--- src/hw/mips_isa_pkg.sv ---
// MIPS subset instruction encodings
package mips_isa_pkg;

    // Primary opcodes kept in the subset
    typedef enum logic [5:0] {
        OP_RTYPE = 6'b000000, // Function field selects the operation
        OP_J     = 6'b000010, // Jump
        OP_JAL   = 6'b000011, // Jump and link to r31
        OP_BEQ   = 6'b000100,
        OP_BNE   = 6'b000101,
        OP_ADDIU = 6'b001001,
        OP_SLTIU = 6'b001011, // Sign extended imm, unsigned compare
        OP_ANDI  = 6'b001100, // Zero extended imm
        OP_ORI   = 6'b001101, // Zero extended imm
        OP_XORI  = 6'b001110, // Zero extended imm
        OP_LUI   = 6'b001111, // Imm into upper half
        OP_LW    = 6'b100011,
        OP_SW    = 6'b101011
    } opcode_t;

    // Function codes for OP_RTYPE
    typedef enum logic [5:0] {
        FN_JR   = 6'b001000, // Jump to rs
        FN_ADDU = 6'b100001,
        FN_SUBU = 6'b100011,
        FN_AND  = 6'b100100,
        FN_OR   = 6'b100101,
        FN_XOR  = 6'b100110,
        FN_SLT  = 6'b101010, // Signed compare
        FN_SLTU = 6'b101011  // Unsigned compare
    } funct_t;

    typedef struct packed {
        opcode_t    opcode;
        logic [4:0] rs;    // First source
        logic [4:0] rt;    // Second source
        logic [4:0] rd;    // Destination
        logic [4:0] shamt; // Unused by the subset
        funct_t     funct;
    } r_fmt_t;

    typedef struct packed {
        opcode_t     opcode;
        logic [4:0]  rs;  // Base or first source
        logic [4:0]  rt;  // Destination or store data
        logic [15:0] imm; // Immediate or branch offset
    } i_fmt_t;

    typedef struct packed {
        opcode_t     opcode;
        logic [25:0] target; // Word index within the 256 MB region
    } j_fmt_t;

    // Same 32-bit word seen in all three formats
    typedef union packed {
        r_fmt_t r_fmt;
        i_fmt_t i_fmt;
        j_fmt_t j_fmt;
    } instr_t;

endpackage

--- src/hw/cpu_ctrl_pkg.sv ---
// Core control types
package cpu_ctrl_pkg;

    // Sequencer states
    typedef enum logic [3:0] {
        HALT   = 4'd0, // Run finished
        FETCH  = 4'd1, // Read instruction at PC
        DECODE = 4'd2, // Load instruction register
        EXEC1  = 4'd3, // ALU work, LW read
        EXEC2  = 4'd4  // Writeback, SW write, PC update
    } cpu_state_t;

    // Operation performed by the ALU
    typedef enum logic [2:0] {
        ALU_ADD  = 3'd0,
        ALU_SUB  = 3'd1,
        ALU_AND  = 3'd2,
        ALU_OR   = 3'd3,
        ALU_XOR  = 3'd4,
        ALU_SLT  = 3'd5,
        ALU_SLTU = 3'd6,
        ALU_LUI  = 3'd7  // Second operand shifted up 16
    } alu_op_t;

    // Coarse ALU class from the main decoder
    typedef enum logic [1:0] {
        ALUOP_ADD   = 2'b00, // Address and ADDIU
        ALUOP_SUB   = 2'b01, // Branch compare
        ALUOP_FUNCT = 2'b10, // R-type function field
        ALUOP_IMM   = 2'b11  // Immediate logic by opcode
    } aluop_class_t;

    // Control word from control_unit to the datapath
    typedef struct packed {
        aluop_class_t aluop;
        logic         alusrc;    // Second operand from immediate
        logic         imm_zext;  // Zero extend the immediate
        logic         jump;      // Take jump target
        logic         branch;    // Conditional branch
        logic         branch_ne; // Branch on not equal
        logic         regtojump; // Jump target from rs
        logic         link;      // Write PC+4 to r31
        logic         memread;   // Avalon read strobe
        logic         memwrite;  // Avalon write strobe
        logic         pctoadd;   // Address from PC
        logic         regdst;    // Destination is rd
        logic         memtoreg;  // Writeback from readdata
        logic         regwrite;  // Register file write
        logic         inwrite;   // Instruction register load
        logic         pcwrite;   // PC update
    } ctrl_t;

endpackage

--- src/hw/cpu_sequencer.sv ---
// Multicycle state sequencer
`timescale 1ns/1ps

module cpu_sequencer #(
    parameter logic [31:0] RESET_VECTOR = 32'hBFC0_0000
) (
    input  logic                     clk,
    input  logic                     arst_n,
    input  logic                     waitrequest,
    input  logic                     memread,
    input  logic                     memwrite,
    input  logic                     jump_zero,
    output cpu_ctrl_pkg::cpu_state_t state,
    output logic                     active
);
    import cpu_ctrl_pkg::*;

    cpu_state_t state_next;
    logic       stall;

    // Start address must be word aligned
    if (RESET_VECTOR[1:0] != 2'b00) begin : g_bad_vector
        $error("RESET_VECTOR is not word aligned");
    end

    assign stall = (memread || memwrite) && waitrequest; // Request still pending

    always_comb begin
        state_next = state; // Hold by default
        case (state)
            FETCH: begin
                if (!stall) begin
                    state_next = DECODE;
                end
            end
            DECODE: state_next = EXEC1; // Always one cycle
            EXEC1: begin
                if (!stall) begin // Only LW reads here
                    state_next = EXEC2;
                end
            end
            EXEC2: begin
                if (!stall) begin // Only SW writes here
                    state_next = jump_zero ? HALT : FETCH;
                end
            end
            HALT:    state_next = HALT; // Stays until reset
            default: state_next = HALT; // Illegal encoding
        endcase
    end

    always_ff @(posedge clk or negedge arst_n) begin
        if (!arst_n) begin
            state <= FETCH;
        end else begin
            state <= state_next;
        end
    end

    assign active = (state != HALT);

    // One Avalon strobe at a time from the decoder
    a_no_read_write: assert property (@(posedge clk) disable iff (!arst_n)
        !(memread && memwrite))
        else $error("memread and memwrite high together");

    // Halted core stays off the bus
    a_halt_quiet: assert property (@(posedge clk) disable iff (!arst_n)
        (state == HALT) |-> !memread && !memwrite)
        else $error("bus strobe while halted");

endmodule

--- src/hw/control_unit.sv ---
// Main opcode and state decoder
`timescale 1ns/1ps

module control_unit (
    input  mips_isa_pkg::opcode_t    opcode,
    input  mips_isa_pkg::funct_t     funct,
    input  cpu_ctrl_pkg::cpu_state_t state,
    input  logic                     waitrequest,
    output cpu_ctrl_pkg::ctrl_t      ctrl
);
    import mips_isa_pkg::*;
    import cpu_ctrl_pkg::*;

    logic exec1;
    logic exec2;
    logic arith;   // R-type with a register result
    logic regjump; // JR

    assign exec1 = (state == EXEC1);
    assign exec2 = (state == EXEC2);

    assign arith = funct inside {FN_ADDU, FN_SUBU, FN_AND, FN_OR, FN_XOR, FN_SLT, FN_SLTU};
    assign regjump = (funct == FN_JR);

    always_comb begin
        ctrl = '0; // No writes unless decoded below

        // Only a pending store holds EXEC2
        ctrl.pcwrite = exec2 && !(opcode == OP_SW && waitrequest);

        if (state == FETCH) begin
            ctrl.memread = 1'b1; // Read instruction
            ctrl.pctoadd = 1'b1; // From PC
        end else if (state == DECODE) begin
            ctrl.inwrite = 1'b1; // Capture readdata
            ctrl.pctoadd = 1'b1;
        end else if (exec1 || exec2) begin
            case (opcode)
                OP_RTYPE: begin
                    ctrl.aluop     = ALUOP_FUNCT;
                    ctrl.regdst    = 1'b1;          // Write rd
                    ctrl.jump      = regjump;
                    ctrl.regtojump = regjump;       // Target from rs
                    ctrl.regwrite  = arith && exec2;
                end
                OP_ADDIU: begin
                    ctrl.aluop    = ALUOP_ADD;
                    ctrl.alusrc   = 1'b1;
                    ctrl.regwrite = exec2;
                end
                OP_ANDI, OP_ORI, OP_XORI: begin
                    ctrl.aluop    = ALUOP_IMM;
                    ctrl.alusrc   = 1'b1;
                    ctrl.imm_zext = 1'b1; // Logic imm is unsigned
                    ctrl.regwrite = exec2;
                end
                OP_SLTIU, OP_LUI: begin
                    ctrl.aluop    = ALUOP_IMM;
                    ctrl.alusrc   = 1'b1;
                    ctrl.regwrite = exec2;
                end
                OP_BEQ: begin
                    ctrl.aluop  = ALUOP_SUB; // Zero flag on equal
                    ctrl.branch = 1'b1;
                end
                OP_BNE: begin
                    ctrl.aluop     = ALUOP_SUB;
                    ctrl.branch    = 1'b1;
                    ctrl.branch_ne = 1'b1;
                end
                OP_LW: begin
                    ctrl.aluop    = ALUOP_ADD; // Base plus offset
                    ctrl.alusrc   = 1'b1;
                    ctrl.memread  = exec1;
                    ctrl.memtoreg = 1'b1;
                    ctrl.regwrite = exec2;     // Data arrives in EXEC2
                end
                OP_SW: begin
                    ctrl.aluop    = ALUOP_ADD;
                    ctrl.alusrc   = 1'b1;
                    ctrl.memwrite = exec2;
                end
                OP_J: begin
                    ctrl.jump = 1'b1;
                end
                OP_JAL: begin
                    ctrl.jump     = 1'b1;
                    ctrl.link     = 1'b1;  // Return address to r31
                    ctrl.regwrite = exec2;
                end
                default: begin
                    ctrl.aluop = ALUOP_ADD; // Unknown opcode acts as NOP
                end
            endcase
        end
    end

endmodule

--- src/hw/alu_control.sv ---
// ALU operation decoder
`timescale 1ns/1ps

module alu_control (
    input  cpu_ctrl_pkg::aluop_class_t aluop,
    input  mips_isa_pkg::opcode_t      opcode,
    input  mips_isa_pkg::funct_t       funct,
    output cpu_ctrl_pkg::alu_op_t      alu_op
);
    import mips_isa_pkg::*;
    import cpu_ctrl_pkg::*;

    always_comb begin
        alu_op = ALU_ADD;
        case (aluop)
            ALUOP_ADD: alu_op = ALU_ADD;
            ALUOP_SUB: alu_op = ALU_SUB; // Equality test for branches
            ALUOP_FUNCT: begin
                case (funct)
                    FN_ADDU: alu_op = ALU_ADD;
                    FN_SUBU: alu_op = ALU_SUB;
                    FN_AND:  alu_op = ALU_AND;
                    FN_OR:   alu_op = ALU_OR;
                    FN_XOR:  alu_op = ALU_XOR;
                    FN_SLT:  alu_op = ALU_SLT;
                    FN_SLTU: alu_op = ALU_SLTU;
                    default: alu_op = ALU_ADD; // JR ignores the ALU
                endcase
            end
            ALUOP_IMM: begin
                case (opcode)
                    OP_ANDI:  alu_op = ALU_AND;
                    OP_ORI:   alu_op = ALU_OR;
                    OP_XORI:  alu_op = ALU_XOR;
                    OP_SLTIU: alu_op = ALU_SLTU;
                    OP_LUI:   alu_op = ALU_LUI;
                    default:  alu_op = ALU_ADD;
                endcase
            end
            default: alu_op = ALU_ADD;
        endcase
    end

endmodule

--- src/hw/datapath.sv ---
// Core datapath
`timescale 1ns/1ps

module datapath #(
    parameter logic [31:0] RESET_VECTOR = 32'hBFC0_0000
) (
    input  logic                  clk,
    input  logic                  arst_n,
    input  cpu_ctrl_pkg::ctrl_t   ctrl,
    input  cpu_ctrl_pkg::alu_op_t alu_op,
    input  logic [31:0]           readdata,
    output mips_isa_pkg::instr_t  instr,
    output logic [31:0]           address,
    output logic [31:0]           writedata,
    output logic                  jump_zero,
    output logic [31:0]           register_v0
);
    import cpu_ctrl_pkg::*;

    logic [31:0] pc;
    logic [31:0] pc_plus4;
    logic [31:0] pc_next;
    logic [31:0] regs [32];     // Register file, r0 never written
    logic [31:0] rs_data;
    logic [31:0] rt_data;
    logic [4:0]  waddr;
    logic [31:0] wdata;
    logic [31:0] imm_ext;
    logic [31:0] alu_b;
    logic [31:0] alu_result;
    logic        zero;
    logic        take_branch;
    logic [31:0] branch_target;
    logic [31:0] jump_target;

    always_ff @(posedge clk or negedge arst_n) begin
        if (!arst_n) begin
            pc <= RESET_VECTOR;
        end else if (ctrl.pcwrite) begin
            pc <= pc_next; // End of EXEC2
        end
    end

    // Instruction register loads in DECODE
    always_ff @(posedge clk) begin
        if (ctrl.inwrite) begin
            instr <= readdata;
        end
    end

    // Register file reads, r0 reads as zero
    assign rs_data = (instr.r_fmt.rs == 5'd0) ? 32'd0 : regs[instr.r_fmt.rs];
    assign rt_data = (instr.r_fmt.rt == 5'd0) ? 32'd0 : regs[instr.r_fmt.rt];

    always_comb begin
        if (ctrl.link) begin
            waddr = 5'd31; // JAL return register
        end else if (ctrl.regdst) begin
            waddr = instr.r_fmt.rd;
        end else begin
            waddr = instr.i_fmt.rt;
        end
    end

    always_comb begin
        if (ctrl.link) begin
            wdata = pc_plus4; // No delay slot
        end else if (ctrl.memtoreg) begin
            wdata = readdata; // LW result
        end else begin
            wdata = alu_result;
        end
    end

    always_ff @(posedge clk) begin
        if (ctrl.regwrite && waddr != 5'd0) begin
            regs[waddr] <= wdata;
        end
    end

    assign register_v0 = regs[2]; // Observation port

    assign imm_ext = ctrl.imm_zext ? {16'd0, instr.i_fmt.imm}
                                   : {{16{instr.i_fmt.imm[15]}}, instr.i_fmt.imm};
    assign alu_b = ctrl.alusrc ? imm_ext : rt_data;

    always_comb begin
        case (alu_op)
            ALU_ADD:  alu_result = rs_data + alu_b;
            ALU_SUB:  alu_result = rs_data - alu_b;
            ALU_AND:  alu_result = rs_data & alu_b;
            ALU_OR:   alu_result = rs_data | alu_b;
            ALU_XOR:  alu_result = rs_data ^ alu_b;
            ALU_SLT:  alu_result = {31'd0, $signed(rs_data) < $signed(alu_b)};
            ALU_SLTU: alu_result = {31'd0, rs_data < alu_b};
            ALU_LUI:  alu_result = {alu_b[15:0], 16'd0};
            default:  alu_result = rs_data + alu_b;
        endcase
    end

    assign zero = (alu_result == 32'd0);

    // Next PC selection
    assign pc_plus4      = pc + 32'd4;
    assign take_branch   = ctrl.branch && (zero != ctrl.branch_ne);
    assign branch_target = pc_plus4 + {imm_ext[29:0], 2'b00};
    assign jump_target   = ctrl.regtojump ? rs_data
                                          : {pc_plus4[31:28], instr.j_fmt.target, 2'b00};

    always_comb begin
        if (ctrl.jump) begin
            pc_next = jump_target;
        end else if (take_branch) begin
            pc_next = branch_target;
        end else begin
            pc_next = pc_plus4;
        end
    end

    assign jump_zero = ctrl.jump && (jump_target == 32'd0); // Halt request

    // Avalon request fields
    assign address   = ctrl.pctoadd ? pc : alu_result;
    assign writedata = rt_data; // SW data

endmodule

--- src/hw/mips_cpu.sv ---
// Multicycle MIPS core top level
`timescale 1ns/1ps

module mips_cpu #(
    parameter logic [31:0] RESET_VECTOR = 32'hBFC0_0000
) (
    input  logic        clk,
    input  logic        arst_n,
    output logic [31:0] address,
    output logic        read,
    output logic        write,
    output logic [31:0] writedata,
    input  logic [31:0] readdata,
    input  logic        waitrequest,
    output logic        active,
    output logic [31:0] register_v0
);
    import mips_isa_pkg::*;
    import cpu_ctrl_pkg::*;

    cpu_state_t state;
    ctrl_t      ctrl;
    alu_op_t    alu_op;
    instr_t     instr;
    logic       jump_zero;

    assign read  = ctrl.memread;  // Strobes straight from the decoder
    assign write = ctrl.memwrite;

    cpu_sequencer #(.RESET_VECTOR(RESET_VECTOR)) u_sequencer (
        .clk         (clk),
        .arst_n      (arst_n),
        .waitrequest (waitrequest),
        .memread     (ctrl.memread),
        .memwrite    (ctrl.memwrite),
        .jump_zero   (jump_zero),
        .state       (state),
        .active      (active)
    );

    control_unit u_control_unit (
        .opcode      (instr.r_fmt.opcode),
        .funct       (instr.r_fmt.funct),
        .state       (state),
        .waitrequest (waitrequest),
        .ctrl        (ctrl)
    );

    alu_control u_alu_control (
        .aluop  (ctrl.aluop),
        .opcode (instr.r_fmt.opcode),
        .funct  (instr.r_fmt.funct),
        .alu_op (alu_op)
    );

    datapath #(.RESET_VECTOR(RESET_VECTOR)) u_datapath (
        .clk         (clk),
        .arst_n      (arst_n),
        .ctrl        (ctrl),
        .alu_op      (alu_op),
        .readdata    (readdata),
        .instr       (instr),
        .address     (address),
        .writedata   (writedata),
        .jump_zero   (jump_zero),
        .register_v0 (register_v0)
    );

endmodule

--- config.mk ---
export PLATFORM = sky130hd
export DESIGN_NAME = mips_cpu
export DESIGN_NICKNAME = d
export VERILOG_FILES = /design/src/hw/mips_isa_pkg.sv /design/src/hw/cpu_ctrl_pkg.sv /design/src/hw/cpu_sequencer.sv /design/src/hw/control_unit.sv /design/src/hw/alu_control.sv /design/src/hw/datapath.sv /design/src/hw/mips_cpu.sv
export SDC_FILE = /design/constraint.sdc
export NUM_CORES = 2
export LEC_CHECK = 0
export BUFFER_PORTS_ARGS = -buffer_cell sky130_fd_sc_hd__buf_2
export CAP_MARGIN = 15
export CELL_PAD_IN_SITES_DETAIL_PLACEMENT = 1
export CELL_PAD_IN_SITES_GLOBAL_PLACEMENT = 1
export CORE_UTILIZATION = 35
export DETAILED_ROUTE_END_ITERATION = 10
export PLACE_DENSITY = 0.56
export SYNTH_ARGS = -nofsm -noshare
export SYNTH_HDL_FRONTEND = slang
export SYNTH_SLANG_ARGS = --single-unit
--- constraint.sdc ---
create_clock -name clk -period 9.2 [get_ports clk]
set_clock_uncertainty 0.15 [all_clocks]
set_input_delay 0.92 -clock clk [delete_from_list [all_inputs] [get_ports clk]]
set_output_delay 0.92 -clock clk [all_outputs]
set_load 0.02 [all_outputs]
==> metrics.txt <==
Max Cap Viol 0; sum of routed wire length over all layers 241 mm; final setup slack of the worst path 0.163 ns; clock network fraction of design power a little under half; number of buffer cells added on primary ports ~130; count of buffer and inverter cells on the critical path 4; Detailed Route Iter0 Violations 3,915; cell with the largest stage delay on the worst path sky130_fd_sc_hd__o221ai_1; share of the synthesized area in the top cell type a little over half; area of the core approximately 0.17 mm^2; vertical die dimension 418 um; Setup Total Neg Slack 0 ns; transition time at the pin with the least slew margin between 1 and 1.5 ns; average routed wire per standard cell approximately 37 um; CP Launch Type flip-flop; number of global-route vias before repair around 41,000; endpoints failing hold 0; routability cong. 0.985; horizontal extent of the die roughly 420 um; share of power burned in registers a little over half; Util after Layout 40.3%; maximum clock path buffer count 3; Critical Path Stages 18; combinational share of power less than 1%; classification of the worst-slack hold path in -> async; multiplexer share of the synthesized area around a quarter; Cell variety after synth around 110; share of synthesized cell area in and, or, nand and nor gates ~6.3%; dominant combinational cell family by area after synthesis multiplexers; critical path class reg -> out; CTS tree built; cell depth of the worst flop-to-flop path 23; final count of pins violating max slew 0; time the final worst path needs with I/O delays and setup about 9.0 ns; count of standard-cell rows around 150; Worst Path Required around 8.1 ns; summed instance area of the synthesized netlist roughly 0.060 mm^2; Slew headroom 19.6%; internal power contribution roughly 0.008 W; wire length of the first global-routing pass roughly 330 mm; Synth warnings 0; type of destination of the critical path primary output; final setup fails 0; CP cell instances buf_4 -> mux4_2 -> mux4_2 -> a221oi_2 -> o22ai_1 -> buf_4 -> inv_1 -> ha_1 -> nor2_1 -> a221o_1 -> a211oi_1 -> o2111ai_1 -> o311ai_0 -> xor2_1 -> o221ai_1 -> nor2_1 -> nor2_1 -> buf_2; ratio of cells with drive above 1 in the final layout between 20% and 30%; share of synthesized area occupied by flip-flops and latches between 50 and 60%; die outline area about 0.17 mm^2; period utilisation layout ~98%; number of enable-type register cells in the synthesized netlist ~1,100; critical path data arrival time approximately 8 ns; slowest cell delay on critical path around 0.90 ns; vias per std cell just over 6; asr flop ratio synth under 10%; cell taking the most area after synthesis sky130_fd_sc_hd__edfxtp_1; half-perimeter wire length after placement 161 mm; Fmax around 110 MHz; compound-cell area share of the yosys netlist 6.94%; share of synthesized cell area in full adder, half adder and majority cells between 3 and 4%; xor/xnor cell area share of the yosys netlist 1.38%; Power per Cell Area 148 mW/mm^2; post-CTS clock slew at the launch and capture registers of the worst setup and hold paths 0.07 ns; placement-stage worst setup slack about 0.36 ns; detailed-route via count between 40,000 and 50,000; Num CTS Buffers between 100 and 150; main flop type after synthesis sky130_fd_sc_hd__edfxtp_1; depth of the CTS H-tree 3; Remaining Overflow, GRT 0; leakage dissipation between 20 and 25 nW; unrepaired setup endpoints after global routing false; layout overhead on the synthesized area 14.3%; worst-skew pair later-pin latency just under 0.8 ns; Crit path max-delay family compound AO/OA/AOI/OAI gates; flip-flop and latch count after synthesis ~1,100; ranking of synthesized cells by area sky130_fd_sc_hd__edfxtp_1 (52%), sky130_fd_sc_hd__mux4_2 (22%), sky130_fd_sc_hd__ha_1 (3.2%); post-CTS setup repair buffer count 0; switching portion of total power 21.0%; cell repeated most along the worst path sky130_fd_sc_hd__nor2_1; number of standard cells after synthesis 3,910; pin count of the biggest net entering global routing 63; critical path fanouts, max 27; total I/O pin count around 130; Root Driver sky130_fd_sc_hd__clkbuf_16; overall global routing resource usage a little over a quarter; initial antenna violation count 4; First-pass DRT Iterations 5; drc violations 0; Final #Nets 4,340; net load switching power about 0.0021 W; result of the run finished, final reports clean; CTS Sinks roughly 1,100; post-synthesis average cell area between 15 and 20 um^2; maximum vdd ir drop approximately 150 uV; starting density of the core a little over a third; number of nets still failing antenna checks after routing 0
-- layout by cell type (no fill, tap or decap), types with 28 or more instances in the layout --
| master | netlist | final |
|---|---|---|
| sky130_fd_sc_hd__edfxtp_1 | 1056 | 1056 |
| sky130_fd_sc_hd__mux4_2 | 598 | 598 |
| sky130_fd_sc_hd__nor2_1 | 300 | 264 |
| sky130_fd_sc_hd__nand2_1 | 182 | 182 |
| sky130_fd_sc_hd__buf_4 | 7 | 172 |
| sky130_fd_sc_hd__ha_1 | 154 | 154 |
| sky130_fd_sc_hd__a21oi_1 | 159 | 144 |
| sky130_fd_sc_hd__buf_2 | 26 | 133 |
| sky130_fd_sc_hd__inv_1 | 120 | 120 |
| sky130_fd_sc_hd__clkbuf_16 | 0 | 119 |
| sky130_fd_sc_hd__mux2i_1 | 117 | 117 |
| sky130_fd_sc_hd__o21ai_0 | 105 | 98 |
| sky130_fd_sc_hd__xnor2_1 | 69 | 69 |
| sky130_fd_sc_hd__nor3_1 | 59 | 58 |
| sky130_fd_sc_hd__nand3_1 | 59 | 57 |
| sky130_fd_sc_hd__mux2_2 | 38 | 38 |
| sky130_fd_sc_hd__nor2b_1 | 37 | 36 |
| sky130_fd_sc_hd__a211oi_1 | 36 | 36 |
| sky130_fd_sc_hd__a22oi_1 | 36 | 36 |
| sky130_fd_sc_hd__nor2_4 | 0 | 33 |
| sky130_fd_sc_hd__conb_1 | 1 | 32 |
| sky130_fd_sc_hd__nand2b_1 | 31 | 31 |
| sky130_fd_sc_hd__clkinv_2 | 0 | 28 |
| sky130_fd_sc_hd__clkbuf_1 | 132 | 28 |
-- per-layer routing --
metal | wire (um) | share of wire (%) | global-route usage (%) | vias up
met5 | 0 | 0 | 0 | -
met4 | 11800 | 4.9 | 12.4 | 0
met3 | 15200 | 6.3 | 3.57 | 382
met2 | 116000 | 48 | 45.3 | 1664
met1 | 97500 | 40 | 36.1 | 21906
li1 | - | - | - | 16403
-- cell families (layout without fill, tap and decap cells) --
kind of cell / Yosys count / after routing
adder cells (fa/ha/maj): 157 / 157
buffers and inverters: 364 / 668
flip-flops: 1101 / 1101
AO/OA/AOI/OAI: 628 / 628
XOR/XNOR: 95 / 95
multiplexers: 762 / 762
AND/OR/NAND/NOR: 802 / 802
other: 1 / 35
-- worst paths after layout --
| check | end | slack, ns |
|---|---|---|
| worst max-delay path | address[15] | 0.16 |
| worst min-delay path | u_datapath.pc[5] | 0.18 |
| worst max register to register | u_datapath.pc[15] | 0.54 |
| worst min register to register | u_datapath.pc[1] | 0.38 |
| max in group asynchronous | u_datapath.pc[18] | 8.09 |
| min in group clk | u_datapath.instr[8] | 0.20 |
-- Yosys cell counts, types with 26 or more instances --
cell                          n
sky130_fd_sc_hd__mux2_2      38
sky130_fd_sc_hd__a31oi_1     29
sky130_fd_sc_hd__nor3_1      59
sky130_fd_sc_hd__inv_1      120
sky130_fd_sc_hd__nand2b_1    31
sky130_fd_sc_hd__a22oi_1     36
sky130_fd_sc_hd__nor2b_1     37
sky130_fd_sc_hd__nand2_1    182
sky130_fd_sc_hd__buf_2       26
sky130_fd_sc_hd__nor2_1     300
sky130_fd_sc_hd__edfxtp_1  1056
sky130_fd_sc_hd__ha_1       154
sky130_fd_sc_hd__clkbuf_1   132
sky130_fd_sc_hd__a21oi_1    159
sky130_fd_sc_hd__xnor2_1     69
sky130_fd_sc_hd__buf_1       67
sky130_fd_sc_hd__mux4_2     598
sky130_fd_sc_hd__xor2_1      26
sky130_fd_sc_hd__a211oi_1    36
sky130_fd_sc_hd__mux2i_1    117
sky130_fd_sc_hd__o21ai_0    105
sky130_fd_sc_hd__nand3_1     59
-- final cells by class --
type | count | area, um^2
Antenna cell | 3 | 7.51
Clock buffer | 147 | 3080
Clock inverter | 70 | 683
Fill cell | 17148 | 102000
Inverter | 122 | 458
Multi-Input combinational cell | 2476 | 26700
Sequential cell | 1101 | 32800
Tap cell | 2310 | 2890
Timing Repair Buffer | 329 | 2440
-- power by group through the flow --
stage	Sequential (W)	Clock, W	Combinational (W)
after floorplan	0.00553	0	0.0000143
after global placement	0.00553	0	0.0000441
after detailed placement	0.00553	0	0.0000440
after CTS	0.00542	0.00483	0.0000442
after global routing	0.00542	0.00498	0.0000472
final	0.00542	0.00474	0.0000449
-- state kept, by name (all words and copies together) (netlist names), named ones only --
signal,cells
u_datapath.regs,1024
u_datapath.instr,32
u_datapath.pc,32
u_sequencer.state,3
-- worst register-to-register path: cells and delay by family, from the launching register on --
| kind | cells | cell delay, ns |
|---|---|---|
| AO/OA/AOI/OAI | 9 | 3.73 |
| XOR/XNOR | 1 | 0.23 |
| adder cells (fa/ha/maj) | 1 | 0.27 |
| buffers and inverters | 4 | 1.17 |
| flip-flops | 1 | 0.73 |
| multiplexers | 3 | 1.14 |
| AND/OR/NAND/NOR | 5 | 1.10 |
-- per-stage QoR --
step / hold slack [ns] / std cells / power, W / cell area [um^2]
detailed placement: 0.364 / 6338 / 0.00557 / 65300
global placement: 0.363 / 6336 / 0.00557 / 65300
CTS: 0.140 / 6555 / 0.0103 / 69100
global route: 0.188 / 6555 / 0.0104 / 69100
floorplan: 0.337 / 3941 / 0.00554 / 60500
finish: 0.179 / 6558 / 0.0102 / 69100
-- what timing repair did --
| action | in CTS | in global routing |
|---|---|---|
| hold buffers | 0 | 0 |
| setup endpoints to repair | 1 | 2 |
| endpoints found under the hold margin | 0 | 0 |
| gates resized for setup | 1 | 3 |
Note: power is estimated with default switching activity, not from simulation.
